[src/verilog/decode_pkg.sv]
package decode_pkg;

  localparam int WORD_W    = 32;
  localparam int NUM_GREGS = 16;
  localparam int NUM_PREGS = 4;

  typedef logic [WORD_W-1:0]            word_t;
  typedef logic [$clog2(NUM_GREGS)-1:0] greg_idx_t;
  typedef logic [$clog2(NUM_PREGS)-1:0] preg_idx_t;
  typedef logic [3:0]                   alu_op_t;

  // instruction word layout
  localparam int GUARD_EN_BIT  = 31;
  localparam int GUARD_IDX_MSB = 30;
  localparam int GUARD_IDX_LSB = 29;
  localparam int OPC_MSB       = 28;
  localparam int OPC_LSB       = 23;
  localparam int Z_MSB         = 22;
  localparam int Z_LSB         = 19;
  localparam int Y_MSB         = 18;
  localparam int Y_LSB         = 15;
  localparam int XA_MSB        = 14; // alternate x field
  localparam int XA_LSB        = 11;

  typedef enum logic [5:0] {
    op_neg    = 6'h05,
    op_not    = 6'h06,
    op_and    = 6'h07,
    op_or     = 6'h08,
    op_xor    = 6'h09,
    op_add    = 6'h0a,
    op_sub    = 6'h0b,
    op_mul    = 6'h0c,
    op_div    = 6'h0d,
    op_mod    = 6'h0e,
    op_shl    = 6'h0f,
    op_shr    = 6'h10,
    op_andi   = 6'h11,
    op_ori    = 6'h12,
    op_xori   = 6'h13,
    op_addi   = 6'h14,
    op_subi   = 6'h15,
    op_muli   = 6'h16,
    op_divi   = 6'h17,
    op_modi   = 6'h18,
    op_shli   = 6'h19,
    op_shri   = 6'h1a,
    op_jali   = 6'h1b,
    op_jalr   = 6'h1c,
    op_jmpi   = 6'h1d,
    op_jmpr   = 6'h1e,
    op_ld     = 6'h23,
    op_st     = 6'h24,
    op_ldi    = 6'h25,
    op_rtop   = 6'h26,
    op_andp   = 6'h27,
    op_orp    = 6'h28,
    op_xorp   = 6'h29,
    op_notp   = 6'h2a,
    op_isneg  = 6'h2b,
    op_iszero = 6'h2c
  } opcode_e;

  typedef enum logic [1:0] {
    imm_none = 2'd0,
    imm_15   = 2'd1, // bits 14..0
    imm_23   = 2'd2, // bits 22..0
    imm_19   = 2'd3  // bits 18..0
  } imm_fmt_e;

  typedef struct packed {
    logic    link;
    logic    src2_imm;
    alu_op_t alu_op;
    logic    pf_or_int;
  } ex_ctrl_t;

  typedef struct packed {
    logic mem_write;
    logic mem_read;
  } mem_ctrl_t;

  typedef struct packed {
    logic rw_greg;
    logic rw_preg;
    logic from_mem;
  } wb_ctrl_t;

  typedef struct packed {
    logic reg_target;
    logic is_jump;
  } jmp_ctrl_t;

  typedef struct packed {
    logic      has_rx;
    logic      has_ry;
    wb_ctrl_t  wb;
    mem_ctrl_t mem;
    ex_ctrl_t  ex;
    jmp_ctrl_t jmp;
    imm_fmt_e  imm_fmt;
    logic      x_from_z;
  } ctrl_t;

  typedef struct packed {
    logic      en;
    greg_idx_t idx;
    word_t     data;
  } greg_wr_t;

  typedef struct packed {
    logic      en;
    preg_idx_t idx;
    logic      data;
  } preg_wr_t;

endpackage

[src/verilog/control_decoder.sv]
module control_decoder (
  input  decode_pkg::opcode_e opcode,
  output decode_pkg::ctrl_t   ctrl
);

  always_comb
  begin
    ctrl = '0; // anything not listed is a nop
    case (opcode)
      decode_pkg::op_ld:
      begin
        ctrl.has_ry = 1'b1; // base register
        ctrl.wb.rw_greg = 1'b1;
        ctrl.wb.from_mem = 1'b1;
        ctrl.mem.mem_read = 1'b1;
        ctrl.ex.src2_imm = 1'b1;
        ctrl.ex.pf_or_int = 1'b1;
        ctrl.imm_fmt = decode_pkg::imm_15;
      end
      decode_pkg::op_st:
      begin
        ctrl.has_rx = 1'b1;
        ctrl.has_ry = 1'b1;
        ctrl.mem.mem_write = 1'b1;
        ctrl.ex.src2_imm = 1'b1;
        ctrl.ex.pf_or_int = 1'b1;
        ctrl.imm_fmt = decode_pkg::imm_15;
        ctrl.x_from_z = 1'b1; // store data sits in z
      end
      decode_pkg::op_andp, decode_pkg::op_orp, decode_pkg::op_xorp, decode_pkg::op_notp:
        ctrl.wb.rw_preg = 1'b1;
      decode_pkg::op_rtop, decode_pkg::op_isneg, decode_pkg::op_iszero:
      begin
        ctrl.has_ry = 1'b1;
        ctrl.wb.rw_preg = 1'b1;
      end
      decode_pkg::op_ldi:
      begin
        ctrl.wb.rw_greg = 1'b1;
        ctrl.ex.src2_imm = 1'b1;
        ctrl.ex.pf_or_int = 1'b1;
        ctrl.imm_fmt = decode_pkg::imm_19;
      end
      decode_pkg::op_addi, decode_pkg::op_subi, decode_pkg::op_muli, decode_pkg::op_divi,
      decode_pkg::op_modi, decode_pkg::op_shli, decode_pkg::op_shri, decode_pkg::op_andi,
      decode_pkg::op_ori, decode_pkg::op_xori:
      begin
        ctrl.has_ry = 1'b1;
        ctrl.wb.rw_greg = 1'b1;
        ctrl.ex.src2_imm = 1'b1;
        ctrl.ex.pf_or_int = 1'b1;
        ctrl.imm_fmt = decode_pkg::imm_15;
      end
      decode_pkg::op_add, decode_pkg::op_sub, decode_pkg::op_mul, decode_pkg::op_div,
      decode_pkg::op_mod, decode_pkg::op_shl, decode_pkg::op_shr, decode_pkg::op_and,
      decode_pkg::op_or, decode_pkg::op_xor:
      begin
        ctrl.has_rx = 1'b1;
        ctrl.has_ry = 1'b1;
        ctrl.wb.rw_greg = 1'b1;
        ctrl.ex.pf_or_int = 1'b1;
      end
      decode_pkg::op_neg, decode_pkg::op_not:
      begin
        ctrl.has_ry = 1'b1;
        ctrl.wb.rw_greg = 1'b1;
        ctrl.ex.pf_or_int = 1'b1;
      end
      decode_pkg::op_jmpi:
      begin
        ctrl.jmp.is_jump = 1'b1;
        ctrl.imm_fmt = decode_pkg::imm_23; // pc relative
      end
      decode_pkg::op_jmpr:
      begin
        ctrl.has_rx = 1'b1;
        ctrl.jmp.reg_target = 1'b1;
        ctrl.jmp.is_jump = 1'b1;
        ctrl.x_from_z = 1'b1;
      end
      decode_pkg::op_jali:
      begin
        ctrl.wb.rw_greg = 1'b1; // return address
        ctrl.ex.link = 1'b1;
        ctrl.ex.pf_or_int = 1'b1;
        ctrl.jmp.is_jump = 1'b1;
        ctrl.imm_fmt = decode_pkg::imm_19;
      end
      decode_pkg::op_jalr:
      begin
        ctrl.has_rx = 1'b1;
        ctrl.wb.rw_greg = 1'b1;
        ctrl.ex.link = 1'b1;
        ctrl.ex.pf_or_int = 1'b1;
        ctrl.jmp.reg_target = 1'b1;
        ctrl.jmp.is_jump = 1'b1;
      end
      default: ;
    endcase

    // alu code shared by the immediate and register forms
    case (opcode)
      decode_pkg::op_ld, decode_pkg::op_st, decode_pkg::op_andp, decode_pkg::op_addi,
      decode_pkg::op_add:                                          ctrl.ex.alu_op = 4'h1;
      decode_pkg::op_orp, decode_pkg::op_subi, decode_pkg::op_sub: ctrl.ex.alu_op = 4'h2;
      decode_pkg::op_xorp, decode_pkg::op_muli, decode_pkg::op_mul: ctrl.ex.alu_op = 4'h3;
      decode_pkg::op_notp, decode_pkg::op_divi, decode_pkg::op_div: ctrl.ex.alu_op = 4'h4;
      decode_pkg::op_rtop, decode_pkg::op_modi, decode_pkg::op_mod: ctrl.ex.alu_op = 4'h5;
      decode_pkg::op_isneg, decode_pkg::op_shli, decode_pkg::op_shl: ctrl.ex.alu_op = 4'h6;
      decode_pkg::op_iszero, decode_pkg::op_shri, decode_pkg::op_shr: ctrl.ex.alu_op = 4'h7;
      decode_pkg::op_andi, decode_pkg::op_and:                     ctrl.ex.alu_op = 4'h8;
      decode_pkg::op_ori, decode_pkg::op_or:                       ctrl.ex.alu_op = 4'h9;
      decode_pkg::op_xori, decode_pkg::op_xor:                     ctrl.ex.alu_op = 4'ha;
      decode_pkg::op_neg:                                          ctrl.ex.alu_op = 4'hb;
      decode_pkg::op_not:                                          ctrl.ex.alu_op = 4'hc;
      decode_pkg::op_ldi:                                          ctrl.ex.alu_op = 4'hd;
      decode_pkg::op_jali, decode_pkg::op_jalr:                    ctrl.ex.alu_op = 4'he;
      default: ;
    endcase
  end

endmodule

[src/verilog/gen_reg_file.sv]
module gen_reg_file (
  input  logic                  clk,
  input  logic                  rst,
  input  decode_pkg::greg_wr_t  wr,
  input  decode_pkg::greg_idx_t x_idx,
  input  decode_pkg::greg_idx_t y_idx,
  output decode_pkg::word_t     rx,
  output decode_pkg::word_t     ry
);

  decode_pkg::word_t regs [decode_pkg::NUM_GREGS];

  always_ff @(posedge clk)
  begin
    if (rst)
    begin
      for (int i = 0; i < decode_pkg::NUM_GREGS; i++)
      begin
        regs[i] <= decode_pkg::word_t'(i); // r[i] = i after reset
      end
    end
    else if (wr.en)
    begin
      regs[wr.idx] <= wr.data;
    end
  end

  // no write-through, new value shows after the edge
  assign rx = regs[x_idx];
  assign ry = regs[y_idx];

  a_wr_idx_known: assert property (
    @(posedge clk) disable iff (rst)
    wr.en |-> !$isunknown(wr.idx)
  ) else $error("gen_reg_file: write index unknown");

endmodule

[src/verilog/pred_reg_file.sv]
module pred_reg_file (
  input  logic                  clk,
  input  logic                  rst,
  input  decode_pkg::preg_wr_t  wr,
  input  decode_pkg::preg_idx_t x_idx,
  input  decode_pkg::preg_idx_t y_idx,
  input  decode_pkg::preg_idx_t guard_idx,
  input  logic                  guard_en,
  output logic                  px,
  output logic                  py,
  output logic                  pval
);

  localparam logic [decode_pkg::NUM_PREGS-1:0] PREG_INIT = 4'b0011; // p0, p1 true

  logic [decode_pkg::NUM_PREGS-1:0] pregs;

  always_ff @(posedge clk)
  begin
    if (rst)
    begin
      pregs <= PREG_INIT;
    end
    else if (wr.en)
    begin
      pregs[wr.idx] <= wr.data;
    end
  end

  assign px = pregs[x_idx];
  assign py = pregs[y_idx];

  // unguarded instructions always execute
  assign pval = guard_en ? pregs[guard_idx] : 1'b1;

  a_wr_idx_known: assert property (
    @(posedge clk) disable iff (rst)
    wr.en |-> !$isunknown(wr.idx)
  ) else $error("pred_reg_file: write index unknown");

endmodule

[src/verilog/decode_stage.sv]
module decode_stage (
  input  logic                  clk,
  input  logic                  rst,
  input  decode_pkg::word_t     inst,
  input  decode_pkg::word_t     pc_next,
  input  decode_pkg::greg_wr_t  greg_wr,
  input  decode_pkg::preg_wr_t  preg_wr,
  output decode_pkg::ctrl_t     ctrl,
  output decode_pkg::word_t     rx,
  output decode_pkg::word_t     ry,
  output decode_pkg::word_t     imm,
  output decode_pkg::word_t     jmp_target,
  output logic                  px,
  output logic                  py,
  output logic                  pval,
  output decode_pkg::greg_idx_t x_idx,
  output decode_pkg::greg_idx_t y_idx,
  output decode_pkg::greg_idx_t z_idx
);

  decode_pkg::opcode_e   opcode;
  decode_pkg::greg_idx_t alt_x_idx;
  decode_pkg::preg_idx_t guard_idx;
  logic                  guard_en;

  assign opcode    = decode_pkg::opcode_e'(inst[decode_pkg::OPC_MSB:decode_pkg::OPC_LSB]);
  assign z_idx     = inst[decode_pkg::Z_MSB:decode_pkg::Z_LSB];
  assign y_idx     = inst[decode_pkg::Y_MSB:decode_pkg::Y_LSB];
  assign alt_x_idx = inst[decode_pkg::XA_MSB:decode_pkg::XA_LSB];
  assign guard_en  = inst[decode_pkg::GUARD_EN_BIT];
  assign guard_idx = inst[decode_pkg::GUARD_IDX_MSB:decode_pkg::GUARD_IDX_LSB];

  assign x_idx = ctrl.x_from_z ? z_idx : alt_x_idx; // st, jmpr read z

  control_decoder u_ctrl (
    .opcode (opcode),
    .ctrl   (ctrl)
  );

  gen_reg_file u_gregs (
    .clk   (clk),
    .rst   (rst),
    .wr    (greg_wr),
    .x_idx (x_idx),
    .y_idx (y_idx),
    .rx    (rx),
    .ry    (ry)
  );

  // predicates are addressed by the low index bits
  pred_reg_file u_pregs (
    .clk       (clk),
    .rst       (rst),
    .wr        (preg_wr),
    .x_idx     (x_idx[1:0]),
    .y_idx     (y_idx[1:0]),
    .guard_idx (guard_idx),
    .guard_en  (guard_en),
    .px        (px),
    .py        (py),
    .pval      (pval)
  );

  always_comb
  begin
    case (ctrl.imm_fmt)
      decode_pkg::imm_15: imm = {{17{inst[14]}}, inst[14:0]};
      decode_pkg::imm_23: imm = {{9{inst[22]}}, inst[22:0]};
      decode_pkg::imm_19: imm = {{13{inst[18]}}, inst[18:0]};
      default:            imm = '0;
    endcase
  end

  assign jmp_target = pc_next + imm; // wraps at 32 bits

  // register jumps take their target from rx, never from the immediate
  a_reg_jump_no_imm: assert property (
    @(posedge clk) disable iff (rst)
    ctrl.jmp.reg_target |-> (ctrl.imm_fmt == decode_pkg::imm_none)
  ) else $error("decode_stage: register jump with immediate format %0d", ctrl.imm_fmt);

endmodule

[config.mk]
export PLATFORM = sky130hd
export DESIGN_NAME = decode_stage
export DESIGN_NICKNAME = d
export VERILOG_FILES = /design/src/verilog/decode_pkg.sv /design/src/verilog/control_decoder.sv /design/src/verilog/gen_reg_file.sv /design/src/verilog/pred_reg_file.sv /design/src/verilog/decode_stage.sv
export SDC_FILE = /design/constraint.sdc
export NUM_CORES = 1
export LEC_CHECK = 0
export BUFFER_PORTS_ARGS = -buffer_cell sky130_fd_sc_hd__buf_4
export CELL_PAD_IN_SITES_DETAIL_PLACEMENT = 0
export CELL_PAD_IN_SITES_GLOBAL_PLACEMENT = 1
export CORE_MARGIN = 5
export CORE_UTILIZATION = 40
export CTS_BUF_LIST = sky130_fd_sc_hd__clkbuf_8
export CTS_CLUSTER_SIZE = 14
export DETAILED_ROUTE_END_ITERATION = 16
export GPL_ROUTABILITY_DRIVEN = 0
export GPL_TIMING_DRIVEN = 1
export PLACE_DENSITY = 0.67
export SYNTH_ARGS = -nofsm -noshare
export SYNTH_HDL_FRONTEND = slang
export SYNTH_HIERARCHICAL = 1
export SYNTH_SLANG_ARGS = --single-unit
[constraint.sdc]
create_clock -name clk -period 3.32 [get_ports clk]
set_clock_uncertainty 0.2 [all_clocks]
set_input_delay 0 -clock clk [delete_from_list [all_inputs] [get_ports clk]]
set_output_delay 0 -clock clk [all_outputs]
set_load 0.02 [all_outputs]
### Word-level counts from Yosys, hierarchy flattened

Memory sizes are Yosys's and may differ from the RTL's.
Cells that the tools add are included.
Widths: inputs -> output; s select.

| cells by class | value |
|---|---|
| add/subtract/negate cells | 1 |
| reduce and logical (&&, ||, !) cells | 24 |
| order comparisons | 5 |
| equal/unequal tests | 39 |
| mux-type cells | 34 |

Operators with widths:

| kind | number |
|---|---|
| $pmux 32 s3 | 1 |
| $eq 6x5->1 const B | 15 |
| $eq 6x6->1 const B | 10 |
| $pmux 4 s14 | 1 |
| $reduce_or 27->1 | 2 |
| $eq 6x4->1 const B | 8 |
| $add 32x32->32 | 1 |
| $mux 32 | 1 |
| $reduce_or 32->1 | 1 |
| $reduce_or 13->1 | 2 |
| $reduce_or 26->1 | 1 |
| $mux 1 | 23 |
| $eq 6x3->1 const B | 3 |
| $reduce_or 3->1 | 6 |
| $reduce_or 2->1 | 7 |
| $lt 2x3->1 const B | 4 |
| $reduce_or 12->1 | 1 |
| $mux 4 | 2 |
| $reduce_or 7->1 | 1 |
| $bmux 1 s2 | 3 |
| $pmux 2 s3 | 1 |
| $reduce_or 5->1 | 1 |
| $bwmux 4 | 1 |
| $eq 2x2->1 const B | 2 |
| 5 further kinds | 5 |

| word-level totals | value |
|---|---|
| output and inout bits | 162 |
| bits in registers | 4 |
| memories kept | 1 |
| memory bits (writable) | 512 |

Memories:

| memory | words | width | read ports | clocked after Yosys merged registers in | wr ports | line | text |
|---|---|---|---|---|---|---|---|
| u_gregs.regs | 16 | 32 | 2 | 0 | 16 | gen_reg_file.sv:11 | `decode_pkg::word_t regs [decode_pkg::NUM_GREGS];` |

### Longest topological paths before layout

Gate-level depths: netlist of the first run.

| logic depth | value |
|---|---|
| depth in word-level cells | 6 |
| depth in mapped cells | 19 |
| depth with buffers taken out | 16 |

### By module

The synthesis of the first run kept the hierarchy.

By module, submodules not included:

| module | times used | area each (um2) | cells each |
|---|---|---|---|
| gen_reg_file | 1 | 26578.0 | 1694 |
| decode_stage | 1 | 2062.0 | 296 |
| control_decoder | 1 | 754.5 | 120 |
| pred_reg_file | 1 | 251.5 | 22 |

### Worst setup path after synthesis of the first run

No wires, ideal clock.

| path | value |
|---|---|
| kind | input to output |
| start | input port inst[27] |
| end | output port jmp_target[22] |
| arrival time | 4.315 ns |
| path slack | -1.195 ns |
| required time | 3.120 ns |
| stages on the path | 18 |
| cells stage by stage | buf_4 > buf_4 > nor3_1 > o21ai_0 > a21boi_0 > nor2_1 > clkbuf_1 > nor2b_1 > ha_1 > inv_1 > fa_1 > nor2b_1 > o2111ai_1 > a211oi_1 > a311oi_2 > o21ai_1 > a31oi_1 > xnor2_1 |

RTL lines:

| element | line | text |
|---|---|---|
| start, declared | decode_stage.sv:4 | `input decode_pkg::word_t inst,` |
| end, declared | decode_stage.sv:12 | `output decode_pkg::word_t jmp_target,` |

### Worst setup path after layout of the first run

| path | value |
|---|---|
| start | input port inst[28] |
| end | output port jmp_target[30] |

| between the ends | value |
|---|---|
| word-level cells in the longest chain between the ends | 6 |
| elaborated cells on any way between the ends | 23 |
| those cells by class | add/sub (1); eq/ne (18); mux (2); reduce/logical (2) |

Ends and longest elaborated chain:

| element | line | text |
|---|---|---|
| $eq 6x6->1 / $eq 6x5->1 (equally long branches) | control_decoder.sv:9 | `case (opcode)` |
| $reduce_or 12->1 (no line) / $reduce_or 2->1 (equally long branches) | n/a |  |
| $pmux 2 s3 * | control_decoder.sv:9 |  |
| $eq 2x2->1 / $eq 2x1->1 (equally long branches) | decode_stage.sv:66 | `case (ctrl.imm_fmt)` |
| $pmux 32 s3 * | decode_stage.sv:66 |  |
| $add 32x32->32 * | decode_stage.sv:74 | `assign jmp_target = pc_next + imm;` |

Every way passes the cells marked *; elsewhere a longest branch is shown, timed or not.

==> impl_results.md, run 1 <==
- Area Overhead vs Synth: 25.9%
- Worst slew pin tran: about 1.1 ns
- GRT Overall Usage: 25.2%
- Port Buffers: 268
- VDD IR max: 0.324 mV
- Worst Hold Launch: inst[22]
- R2r startpoint: u_pregs/pregs[0]$_SDFFE_PP1P_
- Post-synth top area cell: edfxtp_1
- Reg2Reg Depth: 3
- Fillers: 6243
- Hold crit path type: in -> out
- Clock Latency Late Sink: 0.68 ns
- Share of layout cells above drive strength 1: 39.5%
- Synth unique cells: 82
- Non-Filler Instances: 3628
- CTS Buf Count: 88
- Required @ worst endpoint: 3.12 ns
- Die Wd: 282 um
- GRT overflow: 0
- Final setup margin: -0.0498 ns
- Rel. slew slack: 27.6%
- Gate power share: 20.9%
- Syn Area/Cell: around 14 um2
- CTS Sinks: ~520
- EDFF count, synth: 512
- Placed Cells: 3367
- Syn Nets: between 2000 and 2500
- Htree depth: 3
- Avg WL per Cell: 28.6 um
- Nets: ~2700
- Netlist Area Pre-Place: around 30000 um2
- Most common cell in the netlist: edfxtp_1
- Metal3 WL: 8940 um
- Num ports: 269
- Initial DRT Pass Iterations: 6
- Uppermost layer routed: met4
- Design Area, Final: approximately 37000 um2
- Row cnt: 99
- Critical path arrival: 3.17 ns
- Slew Limit Fails: 0
- Final Hold Fails: 0
- Ranking of synthesized cells by area: edfxtp_1 (52%), mux4_2 (20%), and2_1 (10%)
- Core ar.: 73200 um2
- DR vias/cell: roughly 5.9
- Failing checks: negative setup slack
- Starting Density: just over 40%
- Setup TNS: -0.139 ns
- DIE HEIGHT: 282 um
- Bufs on Longest Clock Path: 3
- Nature of the critical path endpoint: output port
- Total wire length: 104000 um
- Worst-path fanout max: 7
- RSZ-0062 raised after global routing: yes
- Share of flip-flops with an asynchronous set or reset: 0%
- Top delay family on crit path: simple AND/OR/NAND/NOR gates
- CP cell instances: buf_8 -> nand2b_4 -> nor2_4 -> nand3b_1 -> a21boi_4 -> nor2_4 -> nor2b_4 -> ha_4 -> inv_2 -> fa_2 -> nor2b_4 -> o2111ai_4 -> a211oi_2 -> a311oi_2 -> buf_4 -> nor4_4 -> nor4_2 -> xnor2_1 -> buf_4
- Placed inst area: 34200 um2
- Antenna Nets Post-Route: 0
- Detailed-route DRC error count: 0
- CTS tree: built
- WP buf/inv: 4
- FMAX: roughly 0.30 GHz
- Via count: 21474
- Slowest CP cell: fa_2
- Outcome: finished, violations left
- P_int: around 12000 uW
- Ys flop type: edfxtp_1
- Ys Warns: 6
- Clock power frac: about 33%
- Flop pwr share: roughly 47%
- Number of max-cap violations: 0
- Initial antenna violation count: 6
- WS Path Type: in -> out
- Reg-to-Reg End: u_pregs/pregs[0]$_SDFFE_PP1P_
- PD cells: 444 nW/um2
- Switching part of the total: around 28%
- Met2 WL post-DR: 50500 um
- M1 WL: roughly 41000 um
- Largest net degree at the start of global routing: 131
- R2R Setup Slk: 1.91 ns
- Critical Path Start Type: input port
- CP max stage delay: 0.39 ns
- Lkg Pwr: 0.0140 uW
- DRT iter0 DRCs: 2194
- Post-DP HPWL: 63000 um
- First-pass GRT wire length: between 100000 and 150000 um
- Worst Hold Depth: 2
- Vias in the first global route: around 22000
- Final period util: 101%
- Switching pwr: roughly 4700 uW
- Hold Path End: z_idx[3]
- Syn Inst Count: approximately 2100
- Top cells by count, synth: edfxtp_1 (512), and2_1 (482), mux4_2 (259)
- Top cell type's share of synthesized area: 51.9%
- Final setup fails: 4
- Register area share after synthesis: 52.1%
- CTS root buffer: clkbuf_8
- Hold_ws: 0.0500 ns
- Seq cells post-synth: approximately 520
- Die footprint: 79700 um2
- Tmin final: 3.37 ns
-- placed cells by master, fill, tap and decap left out, drive strengths merged, types with 4 or more instances in the layout --
| cell | netlist | layout |
|---|---|---|
| nand4 | 5 | 5 |
| and3 | 4 | 4 |
| or3 | 33 | 33 |
| a21oi | 41 | 41 |
| diode | 0 | 6 |
| nand3b | 7 | 7 |
| a22oi | 130 | 130 |
| buf | 64 | 530 |
| ha | 31 | 31 |
| o21bai | 5 | 5 |
| a31oi | 5 | 5 |
| clkinv | 0 | 33 |
| a21o | 15 | 15 |
| mux4 | 259 | 259 |
| and2 | 483 | 483 |
| nand2 | 106 | 106 |
| mux2 | 4 | 4 |
| a221oi | 4 | 4 |
| nor2b | 27 | 29 |
| dlygate4sd3 | 0 | 62 |
| nand3 | 9 | 9 |
| edfxtp | 512 | 512 |
| o21ai | 22 | 22 |
| nor4 | 6 | 6 |
| clkbuf | 154 | 90 |
| nor3 | 8 | 8 |
| nor2 | 46 | 46 |
| a211oi | 9 | 9 |
| xnor2 | 17 | 17 |
| nand2b | 13 | 13 |
| o22ai | 5 | 5 |
| xor2 | 14 | 14 |
| inv | 13 | 38 |
| a21boi | 4 | 4 |
| o211ai | 5 | 5 |
| dfxtp | 4 | 4 |
| clkinvlp | 0 | 4 |
| or2 | 18 | 18 |
| mux2i | 5 | 5 |
-- per-layer routing --
metal	up-vias	global-route usage, %
met5	-	0
li1	9127	-
met1	11003	32.9
met3	200	4.84
met2	1144	42.7
met4	0	8.69
-- through the flow --
stage	utilization [%]	worst slack (ns)	power, uW
floorplan	-	-0.189	9610
CTS	50.5	-0.0514	16600
global route	51.0	-0.244	17200
global placement	46.7	-0.310	11000
finish	51.0	-0.0498	16600
detailed placement	46.7	-0.371	11100
-- cells by family after synthesis --
kind of cell | after synthesis | share of synthesized area, %
buffers and inverters | 231 | 3.56
AO/OA/AOI/OAI | 274 | 6.56
AND/OR/NAND/NOR | 779 | 15.4
adder cells (fa/ha/maj) | 33 | 1.41
flip-flops | 516 | 52.1
XOR/XNOR | 31 | 0.916
multiplexers | 268 | 20.0
-- sequential cells by signal (all words and copies together) (netlist names) --
name and cells:
u_pregs/pregs 4, u_gregs/regs 512
-- worst max-delay path by stage --
stage                endpoint  depth (start not counted)      from
3_3_place_gp   jmp_target[30]                         16  inst[27]
4_1_cts        jmp_target[28]                         20  inst[25]
6_report       jmp_target[30]                         19  inst[28]
5_1_grt        jmp_target[28]                         20  inst[25]
3_5_place_dp   jmp_target[30]                         16  inst[27]
2_1_floorplan  jmp_target[30]                         18  inst[27]
-- final cells by class --
class	instances	area [um2]	share of cell area, %
Antenna cell	6	15.0	0.0402
Timing Repair Buffer	592	5050	13.5
Tap cell	959	1200	3.21
Multi-Input combinational cell	1387	14000	37.4
Sequential cell	516	15500	41.4
Clock buffer	90	1240	3.32
Clock inverter	65	358	0.959
Inverter	13	51.3	0.137
-- timing repair --
action	in CTS	in global routing
pin swaps	39	39
endpoints found under the hold margin	578	0
endpoints found under the setup margin	17	39
cloned	0	2
gates resized for setup	63	51
hold buffers	62	0
setup buffers	25	11
-- power by group through the flow --
stage | sequential [uW] | combinational (uW) | clock (uW)
2_1_floorplan | 7770 | 1840 | 0
3_3_place_gp | 7800 | 3230 | 0
3_5_place_dp | 7840 | 3250 | 0
4_1_cts | 7710 | 3400 | 5510
5_1_grt | 7750 | 3650 | 5790
6_report | 7710 | 3470 | 5400
(Power assumes the default switching activity.)
==> run 2, diff against run 1 <==
--- a/config.mk
+++ b/config.mk
@@ -16,6 +16,7 @@
 export GPL_ROUTABILITY_DRIVEN = 0
 export GPL_TIMING_DRIVEN = 1
 export PLACE_DENSITY = 0.67
+export SETUP_SLACK_MARGIN = 0.15
 export SYNTH_ARGS = -nofsm -noshare
 export SYNTH_HDL_FRONTEND = slang
 export SYNTH_HIERARCHICAL = 1
==> impl_results.md, run 2 (synthesis gave the netlist of run 1 again) <==
- Total power: 16400 uW (-0.94%)
- Post-DP HPWL: 61700 um (-2.0%)
- CTS root buffer: clkbuf_8
- Top delay family on crit path: simple AND/OR/NAND/NOR gates
- Number of max-cap violations: 0 (unchanged)
- Non-Filler Instances: 3605 (-0.63%)
- Bufs on Longest Clock Path: 3 (unchanged)
- PD cells: 438 nW/um2 (-1.5%)
- FMAX: 0.291 GHz (-2.0%)
- CP cell instances: buf_8 -> nand2b_4 -> nor2_4 -> nand3b_1 -> a21boi_4 -> buf_12 -> nand3b_1 -> a21boi_2 -> a21o_4 -> ha_4 -> buf_4 -> nand2_1 -> nor2_2 -> nor2b_2 -> nand2_2 -> nor4_4 -> nor4_2 -> xnor2_1 -> buf_4
- Max reg flops: 512 (unchanged)
- Core ar.: 73200 um2 (unchanged)
- GRT overflow: 0 (unchanged)
- Final Core Density: 51.3% (+0.28 points)
- Htree depth: 3 (unchanged)
- Worst-path fanout max: 7 (unchanged)
- CP max stage delay: 0.29 ns (-0.10 ns)
- Register Area: 15500 um2 (unchanged)
- Row cnt: 99 (unchanged)
- Area Overhead vs Synth: 26.6%
- Outcome: finished, violations left
- Final setup fails: 6 (+2)
- Failing checks: negative setup slack
- CTS Sinks: 516 (unchanged)
- DRT iter0 DRCs: 1902 (-13%)
- WP buf/inv: 4 (unchanged)
- Lkg Pwr: 0.0139 uW (-0.54%)
- Biggest regs: u_gregs/regs: 512 flops, u_pregs/pregs: 4 flops
- CTS tree: built
- VDD IR max: 0.302 mV (-7.0%)
- Nature of the critical path endpoint: output port
- Most frequent cells in the layout: edfxtp_1 (512), and2_1 (480), buf_4 (445), mux4_2 (259), a22oi_1 (128)
- Die footprint: 79700 um2 (unchanged)
- Starting Density: 40.5% (unchanged)
- Antenna Nets Post-Route: 0 (unchanged)
- Initial DRT Pass Iterations: 5 (-1)
- Required @ worst endpoint: 3.12 ns (about the same)
- Via count: 21277 (-0.92%)
- Vias in the first global route: 21924 (-1.9%)
- Placed Cells: 3342 (-0.74%)
- Critical path arrival: 3.24 ns (+0.07 ns)
- Final period util: 104% (+2.1 points)
- Most common cell after layout, fill and taps aside: edfxtp_1
- Hold crit path type: in -> out
- Initial antenna violation count: 9 (+3)
- DIE HEIGHT: 282 um (unchanged)
- Nets: 2716 (-0.77%)
- Final Hold Fails: 0 (unchanged)
- Hold_ws: 0.0500 ns (-0.0000317 ns)
- RSZ-0062 raised after global routing: yes
- Avg WL per Cell: 28.5 um (-0.21%)
- Multi-input logic area: 14300 um2 (+2.3%)
- Total wire length: 103000 um (-0.84%)
- CTS Buf Count: 88 (unchanged)
- Die Wd: 282 um (unchanged)
- Worst slew pin tran: 1.00 ns (-0.0796 ns)
- Slew Limit Fails: 0 (unchanged)
- Critical Path Start Type: input port
- First-pass GRT wire length: 147000 um (-0.43%)
- Tmin final: 3.44 ns (+0.0694 ns)
- Share of layout cells above drive strength 1: 40.3% (+0.78 points)
- Rel. slew slack: 33.2% (+5.6 points)
- Num ports: 269 (unchanged)
- Final setup margin: -0.119 ns (-0.0694 ns)
- Largest register by flop count: u_gregs/regs
- GRT Overall Usage: 25.1% (-0.11 points)
- DR vias/cell: 5.90 (-0.29%)
- Detailed-route DRC error count: 0 (unchanged)
- Slowest CP cell: nor4_4
- Clock Latency Late Sink: 0.67 ns (about the same)
- Largest net degree at the start of global routing: 131 (unchanged)
- Fillers: 6235 (-0.13%)
- Port Buffers: 268 (unchanged)
- Setup TNS: -0.347 ns (-0.208 ns)
- WS Path Type: in -> out
-- run 2: cell types whose count changed in the layout (fill, tap and decap cells not counted), moves of 7 or more --
cell     before  now
a21oi_1      32   23
buf_6        15   32
a21oi_2       8   15
ha_4         13   24
ha_1         16    6
buf_4       482  445
-- run 2: where the power goes --
part / leakage [uW] / total, uW / internal (uW) / switching, uW
clock: 0.000876 / 5210 / 2600 / 2610
sequential: 0.00493 / 7710 / 7540 / 174
combinational: 0.00811 / 3510 / 1630 / 1880
total: 0.0139 / 16400 / 11800 / 4660
-- run 2: routing by layer --
layer  track usage, %  vias to the layer above  share of wire (%)
li1                 -                     9080                  -
met1             32.4                    10962                 38
met2             44.1                     1059                 50
met3             4.20                      172                8.5
met4             7.07                        4                2.7
met5                0                        -              0.014
-- run 2: layout make-up --
cell class                      count  share of cell area, %
Clock inverter                     63                  0.760
Antenna cell                        5                 0.0333
Multi-Input combinational cell   1385                   38.0
Inverter                           13                  0.137
Clock buffer                       91                   3.34
Timing Repair Buffer              573                   13.3
Sequential cell                   516                   41.2
Tap cell                          959                   3.20
-- run 2: timing repair --
action	in CTS	in global routing
hold buffers	61	0
endpoints found under the setup margin	30	31
gates cloned	0	1
pin swaps	74	29
buffers inserted	30	12
gates resized for setup	148	34
hold endpoints to repair	615	0
-- run 2: final timing paths --
path	startpoint	end	slack (ns)	depth (start not counted)
setup / recovery	inst[28]	jmp_target[30]	-0.12	19
hold / removal	inst[21]	z_idx[2]	0.05	2
setup reg to reg	u_pregs/pregs[2]$_SDFFE_PP0P_	u_pregs/pregs[2]$_SDFFE_PP0P_	1.93	3
hold reg to reg	u_pregs/pregs[3]$_SDFFE_PP0P_	u_pregs/pregs[3]$_SDFFE_PP0P_	0.87	3
-- run 2: through the flow --
step	cell area (um2)	setup slack (ns)
final	37500	-0.119
after global routing	37500	-0.295
after CTS	37200	-0.113
after detailed placement	34100	-0.350
after global placement	34100	-0.289
after floorplan	29900	-0.189
==> run 3, diff against run 2 <==
--- a/config.mk
+++ b/config.mk
@@ -10,12 +10,11 @@
 export CELL_PAD_IN_SITES_GLOBAL_PLACEMENT = 1
 export CORE_MARGIN = 5
 export CORE_UTILIZATION = 40
-export CTS_BUF_LIST = sky130_fd_sc_hd__clkbuf_8
 export CTS_CLUSTER_SIZE = 14
 export DETAILED_ROUTE_END_ITERATION = 16
 export GPL_ROUTABILITY_DRIVEN = 0
 export GPL_TIMING_DRIVEN = 1
-export PLACE_DENSITY = 0.67
+export PLACE_DENSITY = 0.65
 export SETUP_SLACK_MARGIN = 0.15
 export SYNTH_ARGS = -nofsm -noshare
 export SYNTH_HDL_FRONTEND = slang
==> constraint.sdc (replaced) <==
create_clock -name clk -period 4.2 [get_ports clk]
set_clock_uncertainty 0.2 [all_clocks]
set_input_delay 0 -clock clk [delete_from_list [all_inputs] [get_ports clk]]
set_output_delay 0 -clock clk [all_outputs]
set_load 0.02 [all_outputs]
==> impl_results.md, run 3 (synthesis gave the netlist of run 1 again) <==
- Outcome: finished clean
- Hold crit path type: in -> out
- Final period util: 90.9%
- DR vias/cell: 5.97 (+1.1%)
- Clock Latency Late Sink: 0.60 ns (-0.07 ns)
- Flop pwr share: 46.5% (-0.5 points)
- Starting Density: 40.5% (unchanged)
- Final Hold Fails: 0 (unchanged)
- Worst slew pin tran: 1.17 ns (+0.168 ns)
- GRT overflow: 0 (unchanged)
- Non-Filler Instances: 3367 (-6.6%)
- Largest register by flop count: u_gregs/regs
- Total wire length: 99400 um (-3.4%)
- Row cnt: 99 (unchanged)
- WS Path Type: in -> out
- Register Area: 15500 um2 (unchanged)
- Detailed-route DRC error count: 0 (unchanged)
- Via count: 20095 (-5.6%)
- Tmin final: 3.82 ns
- Nets: 2504 (-7.8%)
- Share of layout cells above drive strength 1: 30.9% (-9.4 points)
- Final Core Density: 47.7% (-3.5 points)
- Hold_ws: 0.0371 ns (-0.0129 ns)
- Core ar.: 73200 um2 (unchanged)
- Die Wd: 282 um (unchanged)
- Placed Cells: 3218 (-3.7%)
- Most common cell after layout, fill and taps aside: edfxtp_1
- CP max stage delay: 0.38 ns (+0.09 ns)
- Lkg Pwr: 0.0127 uW (-8.9%)
- Slowest CP cell: ha_2
- CTS root buffer: clkbuf_16
- Vias in the first global route: 20853 (-4.9%)
- Area Overhead vs Synth: 17.9%
- Die footprint: 79700 um2 (unchanged)
- Critical Path Start Type: input port
- CTS Buf Count: 55 (-38%)
- Setup TNS: 0 ns (+0.347 ns)
- Largest net degree at the start of global routing: 131 (unchanged)
- Multi-input logic area: 13300 um2 (-6.4%)
- Most frequent cells in the layout: edfxtp_1 (512), and2_1 (480), buf_4 (332), mux4_2 (259), a22oi_1 (130)
- PD cells: 375 nW/um2 (-14%)
- Clock power frac: 35.1% (+3.4 points)
- Avg WL per Cell: 29.5 um (+3.5%)
- CTS tree: built
- Initial antenna violation count: 6 (-3)
- Gate power share: 18.4% (-3.0 points)
- VDD IR max: 0.328 mV (+8.8%)
- CTS Sinks: 516 (unchanged)
- Htree depth: 2 (-1)
- Post-DP HPWL: 60900 um (-1.3%)
- FMAX: between 0.2 and 0.3 GHz
- Port Buffers: 268 (unchanged)
- Required @ worst endpoint: 4.00 ns (+0.88 ns)
- Switching part of the total: 26.9% (-1.5 points)
- Slew Limit Fails: 0 (unchanged)
- Switching pwr: 3520 uW (-24%)
- GRT Overall Usage: 24.3% (-0.80 points)
- Worst-path fanout max: 27 (+20)
- Initial DRT Pass Iterations: 5 (unchanged)
- Bufs on Longest Clock Path: 3 (unchanged)
- Biggest regs: u_gregs/regs: 512 flops, u_pregs/pregs: 4 flops
- Num ports: 269 (unchanged)
- Fillers: 6497 (+4.2%)
- Rel. slew slack: 21.8% (-11 points)
- DIE HEIGHT: 282 um (unchanged)
- P_int: 9580 uW (-19%)
- DRT iter0 DRCs: 2054 (+8.0%)
- First-pass GRT wire length: 142000 um (-3.5%)
- Final setup fails: 0 (-6)
- Nature of the critical path endpoint: output port
- RSZ-0062 raised after global routing: no
- Number of max-cap violations: 0 (unchanged)
- Antenna Nets Post-Route: 0 (unchanged)
- CP cell instances: buf_6 -> or2_0 -> o21ai_0 -> a21oi_1 -> o22ai_2 -> buf_4 -> nand3b_1 -> a21boi_2 -> a21o_4 -> ha_2 -> a211oi_1 -> o21bai_1 -> a21o_1 -> a221oi_1 -> o21ai_0 -> a21oi_1 -> xnor2_1 -> buf_4
- Setup bufs post-CTS: 0 (-100%)
- Max reg flops: 512 (unchanged)
- Critical path arrival: 3.62 ns (+0.38 ns)
-- run 3: changes by cell type in the layout (fill, tap and decap cells not counted), moves of 15 or more --
cell and change:
ha_1 +24, buf_12 -19, clkbuf_16 +56, a21oi_2 -15, a21oi_1 +18, inv_1 -23, ha_4 -24, clkbuf_8 -91
buf_6 -30, buf_4 -113
-- run 3: worst paths after layout --
kind / from / to / slack (ns) / depth (start not counted)
max reg2reg: u_pregs/pregs[0]$_SDFFE_PP1P_ / u_pregs/pregs[0]$_SDFFE_PP1P_ / 2.81 / 3
min reg2reg: u_pregs/pregs[3]$_SDFFE_PP0P_ / u_pregs/pregs[3]$_SDFFE_PP0P_ / 0.87 / 3
min: inst[21] / z_idx[2] / 0.04 / 2
max: inst[25] / jmp_target[29] / 0.38 / 18
-- run 3: power groups by stage --
stage               combinational [uW]  sequential, uW  clock, uW
floorplan                         1430            6140          0
global placement                  2360            6170          0
detailed placement                2370            6200          0
CTS                               2410            6090       4690
global route                      2550            6120       4890
finish                            2410            6090       4600
-- run 3: layer usage --
layer  up-vias  track usage, %  routed length (um)
met4         0            6.63                2800
met1     10409            32.6               40000
li1       8622               -                   -
met3       144            4.23                8280
met2       920            41.4               48300
met5         -               0                   0
-- run 3: per-stage QoR --
stage / setup slack [ns] / power, uW / cell area (um2)
floorplan: 0.209 / 7570 / 29700
global placement: 0.229 / 8520 / 32700
detailed placement: 0.160 / 8570 / 32700
CTS: 0.158 / 13200 / 34900
global route: 0.154 / 13600 / 34900
finish: 0.382 / 13100 / 34900
-- run 3: what timing repair did --
action / in CTS / in global routing
hold buffers: 49 / 0
hold endpoints to repair: 521 / 0
endpoints found under the setup margin: 0 / 10
gates resized for setup: 0 / 14
-- run 3: area by class of cell --
class | instances | area share, %
antenna | 2 | 0.0143
timing repair buffer | 394 | 9.22
clock buffer | 68 | 4.20
clock inverter | 30 | 0.544
multi-input combinational | 1385 | 38.2
inverter | 13 | 0.147
tap | 959 | 3.43
sequential | 516 | 44.2
-- run 3: worst max-delay path: cells and delay by family --
kind,cells,cell delay [ns]
compound gates,11,2.15
fa+ha+maj,1,0.38
buf+inv,3,0.52
xor+xnor,1,0.15
simple gates,2,0.41
